**src/source/rv_pkg.sv**
```systemverilog
package rv_pkg;

    localparam int XLEN = 32;
    localparam int REG_W = 5;
    localparam int MEM_WORDS = 256;
    localparam int MEM_AW = 8;
    localparam logic [XLEN-1:0] START_ADDR = '0;

    // major opcodes
    localparam logic [6:0] OPC_OP = 7'b0110011;
    localparam logic [6:0] OPC_OP_IMM = 7'b0010011;
    localparam logic [6:0] OPC_LOAD = 7'b0000011;
    localparam logic [6:0] OPC_STORE = 7'b0100011;
    localparam logic [6:0] OPC_BRANCH = 7'b1100011;
    localparam logic [6:0] OPC_JAL = 7'b1101111;

    // internal op codes, decode through memwb
    localparam int OP_W = 3;
    localparam logic [OP_W-1:0] OP_NOP = 3'd0;
    localparam logic [OP_W-1:0] OP_ADD = 3'd1;
    localparam logic [OP_W-1:0] OP_SUB = 3'd2;
    localparam logic [OP_W-1:0] OP_LW = 3'd3;
    localparam logic [OP_W-1:0] OP_SW = 3'd4;
    localparam logic [OP_W-1:0] OP_BEQ = 3'd5;
    localparam logic [OP_W-1:0] OP_JAL = 3'd6;
    localparam logic [OP_W-1:0] OP_HALT = 3'd7;

    typedef union packed {
        struct packed {
            logic [6:0] funct7;
            logic [REG_W-1:0] rs2;
            logic [REG_W-1:0] rs1;
            logic [2:0] funct3;
            logic [REG_W-1:0] rd;
            logic [6:0] opcode;
        } r;
        struct packed {
            logic [11:0] imm;
            logic [REG_W-1:0] rs1;
            logic [2:0] funct3;
            logic [REG_W-1:0] rd;
            logic [6:0] opcode;
        } i;
        struct packed {
            logic [6:0] imm_hi;
            logic [REG_W-1:0] rs2;
            logic [REG_W-1:0] rs1;
            logic [2:0] funct3;
            logic [4:0] imm_lo;
            logic [6:0] opcode;
        } s;
        struct packed {
            logic imm12;
            logic [5:0] imm10_5;
            logic [REG_W-1:0] rs2;
            logic [REG_W-1:0] rs1;
            logic [2:0] funct3;
            logic [3:0] imm4_1;
            logic imm11;
            logic [6:0] opcode;
        } b;
        struct packed {
            logic imm20;
            logic [9:0] imm10_1;
            logic imm11;
            logic [7:0] imm19_12;
            logic [REG_W-1:0] rd;
            logic [6:0] opcode;
        } j;
    } inst_u;

endpackage
```
**src/source/decode_stage.sv**
```systemverilog
`timescale 1ns/1ns

module decode_stage (
    input  logic clk,
    input  logic rst_n,
    input  logic stall,
    input  logic flush,
    input  logic inst_valid,
    input  rv_pkg::inst_u inst,
    input  logic [rv_pkg::XLEN-1:0] inst_pc,
    output logic [rv_pkg::REG_W-1:0] rs1,
    output logic [rv_pkg::REG_W-1:0] rs2,
    input  logic [rv_pkg::XLEN-1:0] rs1_data,
    input  logic [rv_pkg::XLEN-1:0] rs2_data,
    input  logic ex_valid,
    input  logic ex_is_load,
    input  logic [rv_pkg::REG_W-1:0] ex_rd,
    input  logic [rv_pkg::XLEN-1:0] ex_result,
    input  logic wb_valid,
    input  logic [rv_pkg::REG_W-1:0] wb_rd,
    input  logic [rv_pkg::XLEN-1:0] wb_data,
    output logic load_stall,
    output logic de_valid,
    output logic [rv_pkg::OP_W-1:0] de_op,
    output logic [rv_pkg::REG_W-1:0] de_rd,
    output logic [rv_pkg::XLEN-1:0] de_a,
    output logic [rv_pkg::XLEN-1:0] de_b,
    output logic [rv_pkg::XLEN-1:0] de_imm,
    output logic [rv_pkg::XLEN-1:0] de_pc
);
    import rv_pkg::*;

    logic [OP_W-1:0] op;
    logic [REG_W-1:0] src1;
    logic [REG_W-1:0] src2;
    logic [REG_W-1:0] dst;
    logic [XLEN-1:0] imm;
    logic use_imm;
    logic valid_q;
    logic use_imm_q;

    // later stage wins, x0 is never forwarded
    function automatic logic [XLEN-1:0] fwd(input logic [REG_W-1:0] rs,
                                            input logic [XLEN-1:0] file_val);
        logic [XLEN-1:0] val;
        val = file_val;
        if (rs != '0 && wb_valid && wb_rd == rs) begin
            val = wb_data;
        end
        if (rs != '0 && ex_valid && !ex_is_load && ex_rd == rs) begin
            val = ex_result;
        end
        return val;
    endfunction

    always_comb begin
        op = OP_NOP;
        src1 = '0;
        src2 = '0;
        dst = '0;
        imm = '0;
        use_imm = 1'b0;
        case (inst.r.opcode)
            OPC_OP: begin
                op = inst.r.funct7[5] ? OP_SUB : OP_ADD;
                src1 = inst.r.rs1;
                src2 = inst.r.rs2;
                dst = inst.r.rd;
            end
            OPC_OP_IMM: begin
                op = OP_ADD;
                src1 = inst.i.rs1;
                dst = inst.i.rd;
                imm = {{20{inst.i.imm[11]}}, inst.i.imm};
                use_imm = 1'b1;
            end
            OPC_LOAD: begin
                op = OP_LW;
                src1 = inst.i.rs1;
                dst = inst.i.rd;
                imm = {{20{inst.i.imm[11]}}, inst.i.imm};
            end
            OPC_STORE: begin
                op = OP_SW;
                src1 = inst.s.rs1;
                src2 = inst.s.rs2;
                imm = {{20{inst.s.imm_hi[6]}}, inst.s.imm_hi, inst.s.imm_lo};
            end
            OPC_BRANCH: begin
                op = OP_BEQ;
                src1 = inst.b.rs1;
                src2 = inst.b.rs2;
                imm = {{19{inst.b.imm12}}, inst.b.imm12, inst.b.imm11,
                       inst.b.imm10_5, inst.b.imm4_1, 1'b0};
            end
            OPC_JAL: begin
                op = OP_JAL;
                dst = inst.j.rd;
                imm = {{11{inst.j.imm20}}, inst.j.imm20, inst.j.imm19_12,
                       inst.j.imm11, inst.j.imm10_1, 1'b0};
            end
            default: begin
                // the all-zero word ends the run
                op = (inst == '0) ? OP_HALT : OP_NOP;
            end
        endcase
    end

    always_ff @(posedge clk) begin
        if (!rst_n) begin
            valid_q <= 1'b0;
        end else if (flush) begin
            valid_q <= 1'b0;
        end else if (!stall) begin
            valid_q <= inst_valid;
        end
    end

    always_ff @(posedge clk) begin
        if (!stall) begin
            de_op <= op;
            de_rd <= dst;
            de_imm <= imm;
            de_pc <= inst_pc;
            rs1 <= src1;
            rs2 <= src2;
            use_imm_q <= use_imm;
        end
    end

    // loaded value is not ready until the load retires
    assign load_stall = valid_q & ex_valid & ex_is_load & (ex_rd != '0) &
                        ((ex_rd == rs1) | (ex_rd == rs2));
    assign de_valid = valid_q & !load_stall;

    assign de_a = fwd(rs1, rs1_data);
    assign de_b = use_imm_q ? de_imm : fwd(rs2, rs2_data);
endmodule

```
**config.mk**
```make
export PLATFORM = sky130hd
export DESIGN_NAME = decode_stage
export DESIGN_NICKNAME = d
export VERILOG_FILES = /design/src/source/rv_pkg.sv /design/src/source/decode_stage.sv
export SDC_FILE = /design/constraint.sdc
export NUM_CORES = 1
export LEC_CHECK = 0
export BUFFER_PORTS_ARGS = -buffer_cell sky130_fd_sc_hd__buf_2
export CAP_MARGIN = 25
export CORE_AREA = 4 4 136 138
export DETAILED_ROUTE_END_ITERATION = 6
export DIE_AREA = 0 0 140 142
export GPL_TIMING_DRIVEN = 0
export PLACE_DENSITY = 0.68
export SLEW_MARGIN = 20
export SYNTH_ARGS = -nofsm -noshare
export SYNTH_HDL_FRONTEND = slang
export SYNTH_SLANG_ARGS = --single-unit
```
**constraint.sdc**
```tcl
create_clock -name clk -period 3.8 [get_ports clk]
set_clock_uncertainty 0.05 [all_clocks]
set_input_delay 0.19 -clock clk [delete_from_list [all_inputs] [get_ports clk]]
set_output_delay 0.19 -clock clk [all_outputs]
set_load 0.01 [all_outputs]
```
* Yosys cells after proc, flatten, opt, wreduce, memory -nomap -nowiden *
Cells that the tools add are included.

cells by class
  eq/ne operators = 10
  mux-type cells = 10
  bitwise logic cells = 7
  reduce and logical (&&, ||, !) cells = 21

operators with widths
  operator                                                         number
  32-bit 2-to-1 mux                                                5
  32-bit case mux with 4 select lines                              1
  32-bit logical NOT                                               1
  5-bit == test                                                    4
  3-bit case mux with 6 select lines                               1
  5-bit nonzero test                                               3
  7-bit by 6-bit == test with 1-bit output, second input constant  2
  7-bit == test, second input constant                             2
  1-bit logical AND                                                10
  7-bit by 2-bit == test with 1-bit output, second input constant  1
  7-bit by 5-bit == test with 1-bit output, second input constant  1
  1-bit bitwise AND                                                5
  5-bit OR reduction                                               1
  2-bit OR reduction                                               2
  4-bit OR reduction                                               1
  3-bit 2-to-1 mux                                                 1
  3-bit OR reduction                                               1
  1-bit logical NOT                                                2
  2-bit 2-to-1 mux                                                 1
  1-bit 2-to-1 mux                                                 1
  1-bit NOT                                                        1
  1-bit OR                                                         1

storage, ports and cells
  register bits = 84
  input port bits = 210
  output and inout port bits = 148
  logic and storage cells = 56

* Logic depth before layout (Yosys ltp) *
Gate-level depths: netlist (run 1).

  depth in word-level cells = 6
  mapped depth = 6

* Worst setup path before layout (run 1) *
No wires, ideal clock.

  path kind = in2reg
  start point = input stall
  end point = register de_imm[0] (netlist bit) (enable)
  data arrival time = 1.586 ns
  path slack = 1.738 ns
  cell stages on the path = 1
  path through = inv_1

RTL lines
  what                    RTL line             text
  start: declaration      decode_stage.sv:6    input logic stall,
  end signal: assignment  decode_stage.sv:123  de_imm <= imm;
  end: declaration        decode_stage.sv:28   output logic [rv_pkg::XLEN-1:0] de_imm,

No word-level cell between the ends.

* Final worst setup path (run 1) *
  start point = register rs1[2] (netlist bit)
  end point = output de_a[10] (netlist bit)

between the ends
  word-level cells in the longest chain between the ends = 5

RTL lines
  what                                                       RTL line                                text
  start: declaration                                         decode_stage.sv:11                      output logic [rv_pkg::REG_W-1:0] rs1,
  start signal: assignment                                   decode_stage.sv:125                     rs1 <= src1;
  5-bit nonzero test                                         decode_stage.sv:47, decode_stage.sv:50
  1-bit logical AND, on equally long branches (2 in series)  decode_stage.sv:47, decode_stage.sv:50
  32-bit 2-to-1 mux or 1-bit logical AND (tied branches)     decode_stage.sv:47, decode_stage.sv:50
  32-bit 2-to-1 mux (*)                                      decode_stage.sv:50                      if (rs != '0 && ex_valid && !ex_is_load && ex_rd == rs) begin
  end: declaration                                           decode_stage.sv:26                      output logic [rv_pkg::XLEN-1:0] de_a,

Every way passes the cells marked *; elsewhere a longest branch is shown, timed or not.

==> results of run 1 <==
area by class of cell:
class | instances | area, sq um
Clock inverter | 6 | 58.81
Fill cell | 1663 | 9807
Antenna cell | 1 | 2.502
Inverter | 2 | 10.01
Timing Repair Buffer | 388 | 2117
Tap cell | 225 | 281.5
Clock buffer | 10 | 229.0
Sequential cell | 73 | 2182
Buffer | 37 | 231.5
Multi-Input combinational cell | 326 | 2257
timing repair:
item / in CTS / in global routing
hold buffers: 32 / 0
setup buffers: 0 / 0
endpoints found under the hold margin: 32 / 0
kinds of logic (layout without fill, tap and decap cells):
| family | count (synthesis) | count (layout) | share of synthesized area |
|---|---|---|---|
| multiplexers | 65 | 65 | 0.1391 |
| XOR/XNOR | 20 | 20 | 0.03744 |
| flip-flops | 73 | 73 | 0.4664 |
| other | 0 | 1 | 0 |
| buffers and inverters | 39 | 443 | 0.05108 |
| AO/OA/AOI/OAI | 113 | 113 | 0.1567 |
| AND/OR/NAND/NOR | 128 | 128 | 0.1492 |
synth_stat cells (all sizes together):
| master | count | area, sq um |
|---|---|---|
| nand2 | 52 | 195.2 |
| nor2b | 17 | 106.4 |
| a211o | 1 | 8.760 |
| o22ai | 23 | 143.9 |
| nand4 | 4 | 25.02 |
| a21o | 8 | 60.06 |
| nor3 | 4 | 20.02 |
| nand4bb | 1 | 11.26 |
| a21bo | 1 | 10.01 |
| or4 | 2 | 15.01 |
| edfxtp | 72 | 2162 |
| nor2 | 13 | 58.81 |
| a31oi | 2 | 12.51 |
| and3 | 2 | 12.51 |
| inv | 2 | 7.510 |
| or2 | 3 | 18.77 |
| and2 | 12 | 75.07 |
| nor4b | 2 | 47.55 |
| o21ai | 33 | 165.1 |
| xnor2 | 16 | 140.1 |
| clkbuf | 15 | 56.30 |
| o2111a | 1 | 11.26 |
| xor2 | 4 | 35.03 |
| nand2b | 2 | 12.51 |
| nor4 | 10 | 77.57 |
| dfxtp | 1 | 20.02 |
| o211ai | 12 | 140.1 |
| nor3b | 1 | 7.510 |
| mux2i | 65 | 650.6 |
| buf | 22 | 175.2 |
| a21oi | 26 | 130.1 |
| a22o | 5 | 43.79 |
| nand3 | 3 | 15.01 |
| o31ai | 1 | 7.510 |
layer usage:
metal,share of wire,global-route usage,up-vias
li1,-,-,2438
met1,0.37,0.2522,2430
met2,0.50,0.3872,350
met3,0.10,0.07191,37
met4,0.026,0.06935,0
met5,0,0,-
worst max-delay path by stage:
| stage | start | endpoint |
|---|---|---|
| 6_report | rs1[2]$_SDFFCE_PN0N_ | de_a[10] |
| 5_1_grt | rs1[2]$_SDFFCE_PN0N_ | de_a[10] |
| 4_1_cts | rs1[2]$_SDFFCE_PN0N_ | de_a[10] |
| 3_5_place_dp | rs1[2]$_SDFFCE_PN0N_ | de_a[10] |
| 3_3_place_gp | rs1[2]$_SDFFCE_PN0N_ | de_a[10] |
| 2_1_floorplan | stall | de_imm[0]$_DFFE_PN_ |
metrics by stage:
stage	hold slack (ns)	power, mW	util	worst slack [ns]	cells
after global placement	0.3040	1.510	0.3922	0.8556	1018
after CTS	0.006973	2.355	0.4289	0.5054	1067
final	0.01261	2.347	0.4291	0.5584	1068
after global routing	0.002161	2.456	0.4291	0.4234	1068
after floorplan	0.2161	1.210	-	1.738	438
after detailed placement	0.3065	1.515	0.3935	0.8717	1019
report_power, final:
part           switching [mW]  internal, mW
clock                   0.317         0.504
sequential             0.0373         0.943
combinational           0.288         0.258
sequential cells by signal, indices dropped and copies added, names as in the netlist:
register	cells
de_imm	21
rs2	5
de_op	3
de_pc	32
valid_q	1
rs1	5
use_imm_q	1
de_rd	5
==> metrics.cfg, run 1 <==
[hold_path]
timing.hold.worst.start = inst_pc[5]
min_delay_path_depth = 1
worst_hold_path_type = input port to flop
hold_path_end = de_pc[5]$_DFFE_PN_

[setup_path]
crit_arrival_ns = 3.00
crit_path_start_kind = flop
cpLargestDelayFamily = buffers and inverters
cp.buffers_inverters = 2
register_to_register_path_depth = 2
rr_endpoint = valid_q$_SDFFE_PP0N_
r2r_path_start = valid_q$_SDFFE_PP0N_
worstSetupPathType = flop to output pin
crit_path_cell_trace = xnor2_1 > nand3_1 > nor4b_4 > clkbuf_1 > o21ai_1 > buf_2
max_stage_delay_cell_worst_path = sky130_fd_sc_hd__clkbuf_1
r2r_setup_slack_ns = 3.08
path_max_fanout = 10
cpPeakStageDelay_ns = 0.77
critPathCaptureType = output pin
required_time_at_the_endpoint_of_the_critical_path_ns = 3.56
worst-path-stages = 6

[clocking]
numCtsBuffers = 9
cts_tree = yes
clock_insertion_delay_worst_skew_ns = 0.32
cts.sink_count = 73
cts_root_buf = sky130_fd_sc_hd__clkbuf_16
cts.clk_slew.worst_paths_ns = 0.06
cts_max_level = 3
clock_tree.buffer_depth = 2
cts.repair.resized = 0

[global_route]
grt_antenna_before_repair = 2
grt_max_degree = 38
first_global_vias = 5464
grt_pass1_wl_um = 33200
grt_overflow = 0
grt_util_all_layers = 0.2189

[detailed_routing]
drt_pass1_iterations = 6
routed_wire_length_um = 22830
detailroute.via_count = 5255
ant_nets = 0
route.detailed.vias_per_inst = 4.920
drt_iter0_markers = 265
wire_per_inst_um = 21.37
drc = 0

[timing]
worst_slew_margin_rel = 0.3713
worst-slew-pin-transition_ns = 0.9430
fin_setup_tns_ns = 0
final.min_clock_period_ns = 3.242
slew_violations = 0
final_hold_viol_count = 0
layout_worst_path_cycle_share = 0.8531
setup_repair_after_global_routing_missed_its_margin = no
max_freq_mhz = 308.5
finalSetupViolations = 0

[logic_synthesis]
postSynthNetCount = 648
synthesis.yosys.warnings = 0
synth.distinct_cells = 41
synth_seq_area_share = 0.4664
ys_ff_latch = 73
syn-instance-count = 438
synthesis.area_sq_mm = 0.004678
postSynthAreaPerCell_sq_um = 10.68

[run_status]
outcome = complete, no violations

[floorplan]
die_w_um = 140
placement_rows = 48
die_h_um = 142
coreArea_sq_mm = 0.01718
ios = 358
start_util = 0.2724
floorplan.die_area_sq_mm = 0.01988

[pwr]
vdd.ir_drop.worst_mv = 0.3840
power_density_mw_per_mm2 = 318.5
power_leakage_nw = 3.157

[placed_design]
hpwl_um = 18360
place_congestion = 0.9410
buffer_ports.inserted = 355
placedInstanceArea_sq_mm = 0.006759

[job]
drv.max_cap_violation_count = 0

[finish]
most-common-layout-cells = sky130_fd_sc_hd__buf_2 (360), sky130_fd_sc_hd__edfxtp_1 (72), sky130_fd_sc_hd__mux2i_1 (65)
post_route_cells_drive_above_1_share = 0.4881
area_of_all_placed_cells_without_fillers_sq_mm = 0.007370
flow.area_growth_from_synthesis_pct = 57.53
nNetsFinal = 1047
layout_commonest_cell = sky130_fd_sc_hd__buf_2

Power figures use the tool's default switching activity.
==> run 2: changes to the inputs <==
--- a/config.mk
+++ b/config.mk
@@ -11,7 +11,7 @@
 export DETAILED_ROUTE_END_ITERATION = 6
 export DIE_AREA = 0 0 140 142
 export GPL_TIMING_DRIVEN = 0
-export PLACE_DENSITY = 0.68
+export PLACE_DENSITY = 0.7
 export SLEW_MARGIN = 20
 export SYNTH_ARGS = -nofsm -noshare
 export SYNTH_HDL_FRONTEND = slang
==> constraint.sdc (replaced) <==
create_clock -name clk -period 2.7 [get_ports clk]
set_clock_uncertainty 0.05 [all_clocks]
set_input_delay 0.135 -clock clk [delete_from_list [all_inputs] [get_ports clk]]
set_output_delay 0.135 -clock clk [all_outputs]
set_load 0.01 [all_outputs]
==> run 2 against run 1 <==
Compared with the run above:
- via count is 1.3% lower
- clock power grew 64%
- flip-flop and latch count unchanged
- hold slack better by 0.0072 ns
- cell count increased by 1.1%
- sequential power up 41%
- global-route usage down 2.0 points
- count of clock-buffer cells in the layout fell by 1
- worst setup slack got worse by 0.43 ns
- combinational power up 41%
- total power grew 49%
==> metrics.cfg, run 2 (synthesis results as in run 1) <==
[run_status]
outcome = complete, no violations

[detailed_routing]
wire_per_inst_um = 19.43  ; -9.1%
route.detailed.vias_per_inst = 4.802  ; -2.4%
routed_wire_length_um = 20990  ; -8.1%
drc = 0  ; unchanged
detailroute.via_count = 5186  ; -1.3%
drt_pass1_iterations = 5  ; -1
ant_nets = 0  ; unchanged
drt_iter0_markers = 203  ; -23%

[clocking]
clock_tree.buffer_depth = 2  ; unchanged
cts_root_buf = sky130_fd_sc_hd__clkbuf_16
numCtsBuffers = 9  ; unchanged
cts.sink_count = 73  ; unchanged
cts_max_level = 3  ; unchanged
cts.clk_slew.worst_paths_ns = 0.05  ; about the same
clock_insertion_delay_worst_skew_ns = 0.33  ; about the same
cts_tree = yes

[finish]
final_util = 0.4417  ; +0.01260
nNetsFinal = 1060  ; +1.2%
layout_commonest_cell = sky130_fd_sc_hd__buf_2
nFillCells = 1694  ; +1.9%
area_of_all_placed_cells_without_fillers_sq_mm = 0.007586  ; +2.9%
post_route_cells_drive_above_1_share = 0.5158  ; +0.02767
most-common-layout-cells = sky130_fd_sc_hd__buf_2 (360), sky130_fd_sc_hd__edfxtp_1 (72), sky130_fd_sc_hd__mux2i_1 (65)
largest_reg_flops = 32  ; unchanged
max_flop_register = de_pc
num_antenna_cells = 0  ; -1
reg.largest.list = de_pc (32), de_imm (21)
area.sequential_sq_mm = 0.002182  ; unchanged
flow.area_growth_from_synthesis_pct = 62.16
multi_input_comb_area_sq_mm = 0.002292  ; +1.6%

[global_route]
grt_pass1_wl_um = 30520  ; -8.1%
grt_antenna_before_repair = 3  ; +1
grt_max_degree = 46  ; +21%
grt_overflow = 0  ; unchanged
first_global_vias = 5261  ; -3.7%
grt_util_all_layers = 0.1990  ; -0.01992

[timing]
final.min_clock_period_ns = 2.577
layout_worst_path_cycle_share = 0.9543
finalSetupViolations = 0  ; unchanged
worst_slew_margin_rel = 0.5351  ; +0.1637
final_hold_viol_count = 0  ; unchanged
worst-slew-pin-transition_ns = 0.6974  ; -0.2456 ns
max_freq_mhz = 388.1
slew_violations = 0  ; unchanged
fin_hold_ws_ns = 0.01985  ; +0.007237 ns

[setup_path]
crit_path_start_kind = flop
required_time_at_the_endpoint_of_the_critical_path_ns = 2.52  ; -1.04 ns
crit_path_cell_trace = or4_4 > nor2_4 > nor4b_4 > buf_4 > buf_4 > buf_2 > o21ai_2 > buf_2
max_stage_delay_cell_worst_path = sky130_fd_sc_hd__or4_4
cpLargestDelayFamily = simple AND/OR/NAND/NOR gates
r2r_setup_slack_ns = 1.99  ; -1.09 ns
cpPeakStageDelay_ns = 0.56  ; -0.21 ns
path_max_fanout = 10  ; unchanged
cp.buffers_inverters = 4  ; +2
crit_arrival_ns = 2.39  ; -0.61 ns
critPathCaptureType = output pin
worstSetupPathType = flop to output pin

[job]
drv.max_cap_violation_count = 0  ; unchanged

[placed_design]
placedInstanceArea_sq_mm = 0.006759  ; unchanged
place_congestion = 0.8983  ; -4.5%
buffer_ports.inserted = 355  ; unchanged
hpwl_um = 17040  ; -7.2%

[pwr]
power.total_mw = 3.492  ; +49%
vdd.ir_drop.worst_mv = 0.4477  ; +17%
power_density_mw_per_mm2 = 460.3  ; +45%
power_leakage_nw = 3.289  ; +4.2%

[hold_path]
worst_hold_path_type = input port to flop

[floorplan]
floorplan.die_area_sq_mm = 0.01988  ; unchanged
die_h_um = 142  ; unchanged
ios = 358  ; unchanged
placement_rows = 48  ; unchanged
die_w_um = 140  ; unchanged
start_util = 0.2724  ; unchanged
coreArea_sq_mm = 0.01718  ; unchanged

## run 2: cell types whose count changed in the layout (fill, tap and decap cells not counted), sizes merged
| cell | previous run | this run |
|---|---|---|
| clkinv | 4 | 3 |
| diode | 1 | 0 |
| buf | 378 | 392 |
| bufinv | 1 | 3 |
| dlygate4sd3 | 32 | 33 |
| clkbuf | 25 | 22 |
## run 2: area by class of cell
type	count	area share
Multi-Input combinational cell	326	0.3022
Timing Repair Buffer	401	0.2939
Sequential cell	73	0.2876
Tap cell	225	0.03711
Buffer	37	0.03249
Clock buffer	9	0.02969
Clock inverter	7	0.01567
Inverter	2	0.001319
## run 2: worst reg2reg max path: stages, from the launching register on
cell	delay, ns
sky130_fd_sc_hd__dfxtp_1	0.33
sky130_fd_sc_hd__mux2i_1	0.08
sky130_fd_sc_hd__nor3b_1	0.18
## run 2: worst paths after layout
check                                           from                    to  cells past startpoint
worst max register to register  valid_q$_SDFFE_PP0N_  valid_q$_SDFFE_PP0N_                      2
worst min-delay path                           rst_n  valid_q$_SDFFE_PP0N_                      2
worst max-delay path            rs1[2]$_SDFFCE_PN0N_              de_a[25]                      8
worst min register to register  valid_q$_SDFFE_PP0N_  valid_q$_SDFFE_PP0N_                      2
## run 2: where the power goes
group          internal, mW  switching, mW
Sequential             1.33         0.0491
Combinational         0.374          0.397
Clock                 0.901          0.444
## run 2: per-stage QoR
stage / setup WS [ns] / setup TNS, ns / std cells
floorplan: 0.6933 / 0 / 438
global placement: -0.004573 / -0.1034 / 1018
detailed placement: -0.009938 / -0.01871 / 1019
CTS: 0.02454 / 0 / 1077
global route: -0.0003801 / -0.0005680 / 1080
finish: 0.1234 / 0 / 1080
## run 2: layer usage
metal  wire (um)  vias up  track usage
met3        2041       31      0.07023
met1        8147     2403       0.2384
met2       10450      289       0.3434
met5          22        -            0
met4         324        4      0.05048
li1            -     2459            -
## run 2: timing repair
action,CTS,global route
pin swaps,3,1
setup endpoints to repair,62,55
setup buffers,9,3
hold buffers,33,0
cloned,0,0
endpoints found under the hold margin,33,0
resized for setup,8,17
==> run 3: changes to the inputs <==
--- a/config.mk
+++ b/config.mk
@@ -5,6 +5,7 @@
 export SDC_FILE = /design/constraint.sdc
 export NUM_CORES = 1
 export LEC_CHECK = 0
+export ABC_CLOCK_PERIOD_IN_PS = 2700
 export BUFFER_PORTS_ARGS = -buffer_cell sky130_fd_sc_hd__buf_2
 export CAP_MARGIN = 25
 export CORE_AREA = 4 4 136 138
@@ -12,6 +13,7 @@
 export DIE_AREA = 0 0 140 142
 export GPL_TIMING_DRIVEN = 0
 export PLACE_DENSITY = 0.7
+export REMOVE_ABC_BUFFERS = 1
 export SLEW_MARGIN = 20
 export SYNTH_ARGS = -nofsm -noshare
 export SYNTH_HDL_FRONTEND = slang
==> run 3 against run 2 <==
Compared with the run above:
- cell count up 0.46%
- hold slack better by 0.0090 ns
- die area unchanged
- register-to-register slack worse by 0.02 ns
- non-clock buffer count up 2
- critical path depth up 2
- largest cell class unchanged
==> metrics.cfg, run 3 (synthesis results as in run 1) <==
[run_status]
outcome = complete, no violations

[finish]
most-common-layout-cells = sky130_fd_sc_hd__buf_2 (356), sky130_fd_sc_hd__edfxtp_1 (72), sky130_fd_sc_hd__mux2i_1 (59)
largest_reg_flops = 32  ; unchanged
layout.cells.non_filler = 1085  ; +0.46%
post_route_cells_drive_above_1_share = 0.5535  ; +0.03770
num_antenna_cells = 0  ; unchanged
layout_commonest_cell = sky130_fd_sc_hd__buf_2
final_util = 0.4639  ; +0.02229
area_of_all_placed_cells_without_fillers_sq_mm = 0.007969  ; +5.0%
nNetsFinal = 1066  ; +0.57%
flow.area_growth_from_synthesis_pct = 70.34
max_flop_register = de_pc
reg.largest.list = de_pc (32), de_imm (21)

[timing]
slew_violations = 0  ; unchanged
finalSetupViolations = 0  ; unchanged
final_hold_viol_count = 0  ; unchanged
fin_setup_tns_ns = 0  ; unchanged
max_freq_mhz = 378.7  ; -2.4%
setup_repair_after_global_routing_missed_its_margin = yes
final.min_clock_period_ns = 2.641  ; +0.06418 ns
layout_worst_path_cycle_share = 0.9781  ; +0.02377
worst-slew-pin-transition_ns = 0.7122  ; +0.01483 ns
fin_hold_ws_ns = 0.02889  ; +0.009041 ns
worst_slew_margin_rel = 0.5252  ; -0.009887

[floorplan]
coreArea_sq_mm = 0.01718  ; unchanged
die_h_um = 142  ; unchanged
placement_rows = 48  ; unchanged
ios = 358  ; unchanged
floorplan.die_area_sq_mm = 0.01988  ; unchanged
start_util = 0.2724  ; unchanged
die_w_um = 140  ; unchanged

[clocking]
clock_tree.buffer_depth = 2  ; unchanged
cts_root_buf = sky130_fd_sc_hd__clkbuf_16
cts.clk_slew.worst_paths_ns = 0.05  ; about the same
cts_tree = yes
numCtsBuffers = 9  ; unchanged
clock_insertion_delay_worst_skew_ns = 0.32  ; about the same
cts_max_level = 3  ; unchanged
cts.sink_count = 73  ; unchanged

[detailed_routing]
ant_nets = 0  ; unchanged
drt_pass1_iterations = 4  ; -1
met1Wirelength_um = 8718  ; +7.0%
drc = 0  ; unchanged
wire_per_inst_um = 20.92  ; +7.7%
route.detailed.vias_per_inst = 4.897  ; +2.0%
maxUsedRoutingLayer = met5
detailroute.via_count = 5313  ; +2.4%
drt_iter0_markers = 297  ; +46%
routed_wire_length_um = 22700  ; +8.2%
route.met3.wl_um = 2028  ; -0.64%
met2_length_um = 11290  ; +8.0%

[hold_path]
worst_hold_path_type = input port to flop
hold_path_end = valid_q$_SDFFE_PP0N_
timing.hold.worst.start = rst_n
min_delay_path_depth = 2  ; unchanged

[setup_path]
critPathCaptureType = output pin
crit_path_start_kind = flop
crit_arrival_ns = 2.46  ; +0.07 ns
path_max_fanout = 8  ; -2
r2r_path_start = valid_q$_SDFFE_PP0N_
timing.critical_path.from = rs1[3]$_SDFFCE_PN0N_
register_to_register_path_depth = 2  ; unchanged
required_time_at_the_endpoint_of_the_critical_path_ns = 2.52  ; about the same
r2r_setup_slack_ns = 1.97  ; -0.02 ns
worstSetupPathType = flop to output pin
rr_endpoint = valid_q$_SDFFE_PP0N_

[placed_design]
place_congestion = 0.9098  ; +1.3%
hpwl_um = 16750  ; -1.7%
placedInstanceArea_sq_mm = 0.006716  ; -0.63%
dp.cells = 998  ; -2.1%
buffer_ports.inserted = 357  ; +0.56%

[job]
drv.max_cap_violation_count = 0  ; unchanged

[global_route]
grt_util_all_layers = 0.2036  ; +0.004552
first_global_vias = 5386  ; +2.4%
grt_overflow = 0  ; unchanged
grt_max_degree = 38  ; -17%
grt_antenna_before_repair = 3  ; unchanged
grt_pass1_wl_um = 31150  ; +2.1%

[pwr]
power_density_mw_per_mm2 = 433.0  ; -5.9%
power_leakage_nw = 3.431  ; +4.3%
vdd.ir_drop.worst_mv = 0.4930  ; +10%

run 3: cell types whose count changed in the layout (fill, tap and decap cells not counted), sizes merged:
| cell | delta |
|---|---|
| clkinv | -1 |
| buf | +13 |
| clkbuf | -11 |
| or4 | +2 |
| inv | -1 |
| clkinvlp | +3 |
| a31oi | +1 |
| bufinv | -1 |
run 3: report_power, final:
group          total (mW)  internal (mW)  switching, mW
combinational       0.843          0.405          0.438
clock                1.23          0.798          0.429
sequential           1.38           1.33         0.0533
run 3: final cells by class:
class                           instances  area [sq um]
Clock inverter                          6         83.83
Sequential cell                        73          2182
Timing Repair inverter                  1         5.005
Tap cell                              225         281.5
Multi-Input combinational cell        329          2532
Inverter                                2         13.76
Timing Repair Buffer                  440          2645
Clock buffer                            9         225.2
Fill cell                            1599          9208
run 3: worst max-delay path by stage:
| stage | endpoint | slack (ns) | depth (start not counted) |
|---|---|---|---|
| after floorplan | de_b[20] | -0.36 | 5 |
| after global placement | de_b[23] | -1.74 | 6 |
| after detailed placement | de_b[30] | -0.27 | 9 |
| after CTS | de_b[30] | -0.03 | 11 |
| after global routing | de_b[31] | -0.10 | 9 |
| final | de_a[2] | 0.06 | 10 |
run 3: what timing repair did:
item	4_1_cts	5_1_grt
resized for setup	13	44
hold endpoints to repair	33	0
pin swaps	7	18
setup buffers	21	17
gates cloned	1	5
setup endpoints to repair	47	41
hold buffers	33	0
run 3: metal layers:
layer,vias to the layer above,GRT usage
li1,2477,-
met1,2492,0.2469
met2,293,0.3391
met3,45,0.06250
met4,6,0.08312
met5,-,0
run 3: critical path, cell delays in order, from the launching register on:
cell                       delay, ns
sky130_fd_sc_hd__edfxtp_1       0.44
sky130_fd_sc_hd__buf_6          0.16
sky130_fd_sc_hd__xnor2_2        0.15
sky130_fd_sc_hd__nand4_1        0.16
sky130_fd_sc_hd__nor4_4         0.31
sky130_fd_sc_hd__buf_6          0.19
sky130_fd_sc_hd__buf_12         0.14
sky130_fd_sc_hd__buf_12         0.14
sky130_fd_sc_hd__mux2i_4        0.23
sky130_fd_sc_hd__o21ai_2        0.06
sky130_fd_sc_hd__buf_2          0.14
run 3: metrics by stage:
step           total power, mW  worst slack (ns)
2_1_floorplan            1.679           -0.3595
3_3_place_gp             2.089            -1.745
3_5_place_dp             2.113           -0.2660
4_1_cts                  3.410          -0.03253
5_1_grt                  3.600           -0.1010
6_report                 3.451           0.05921
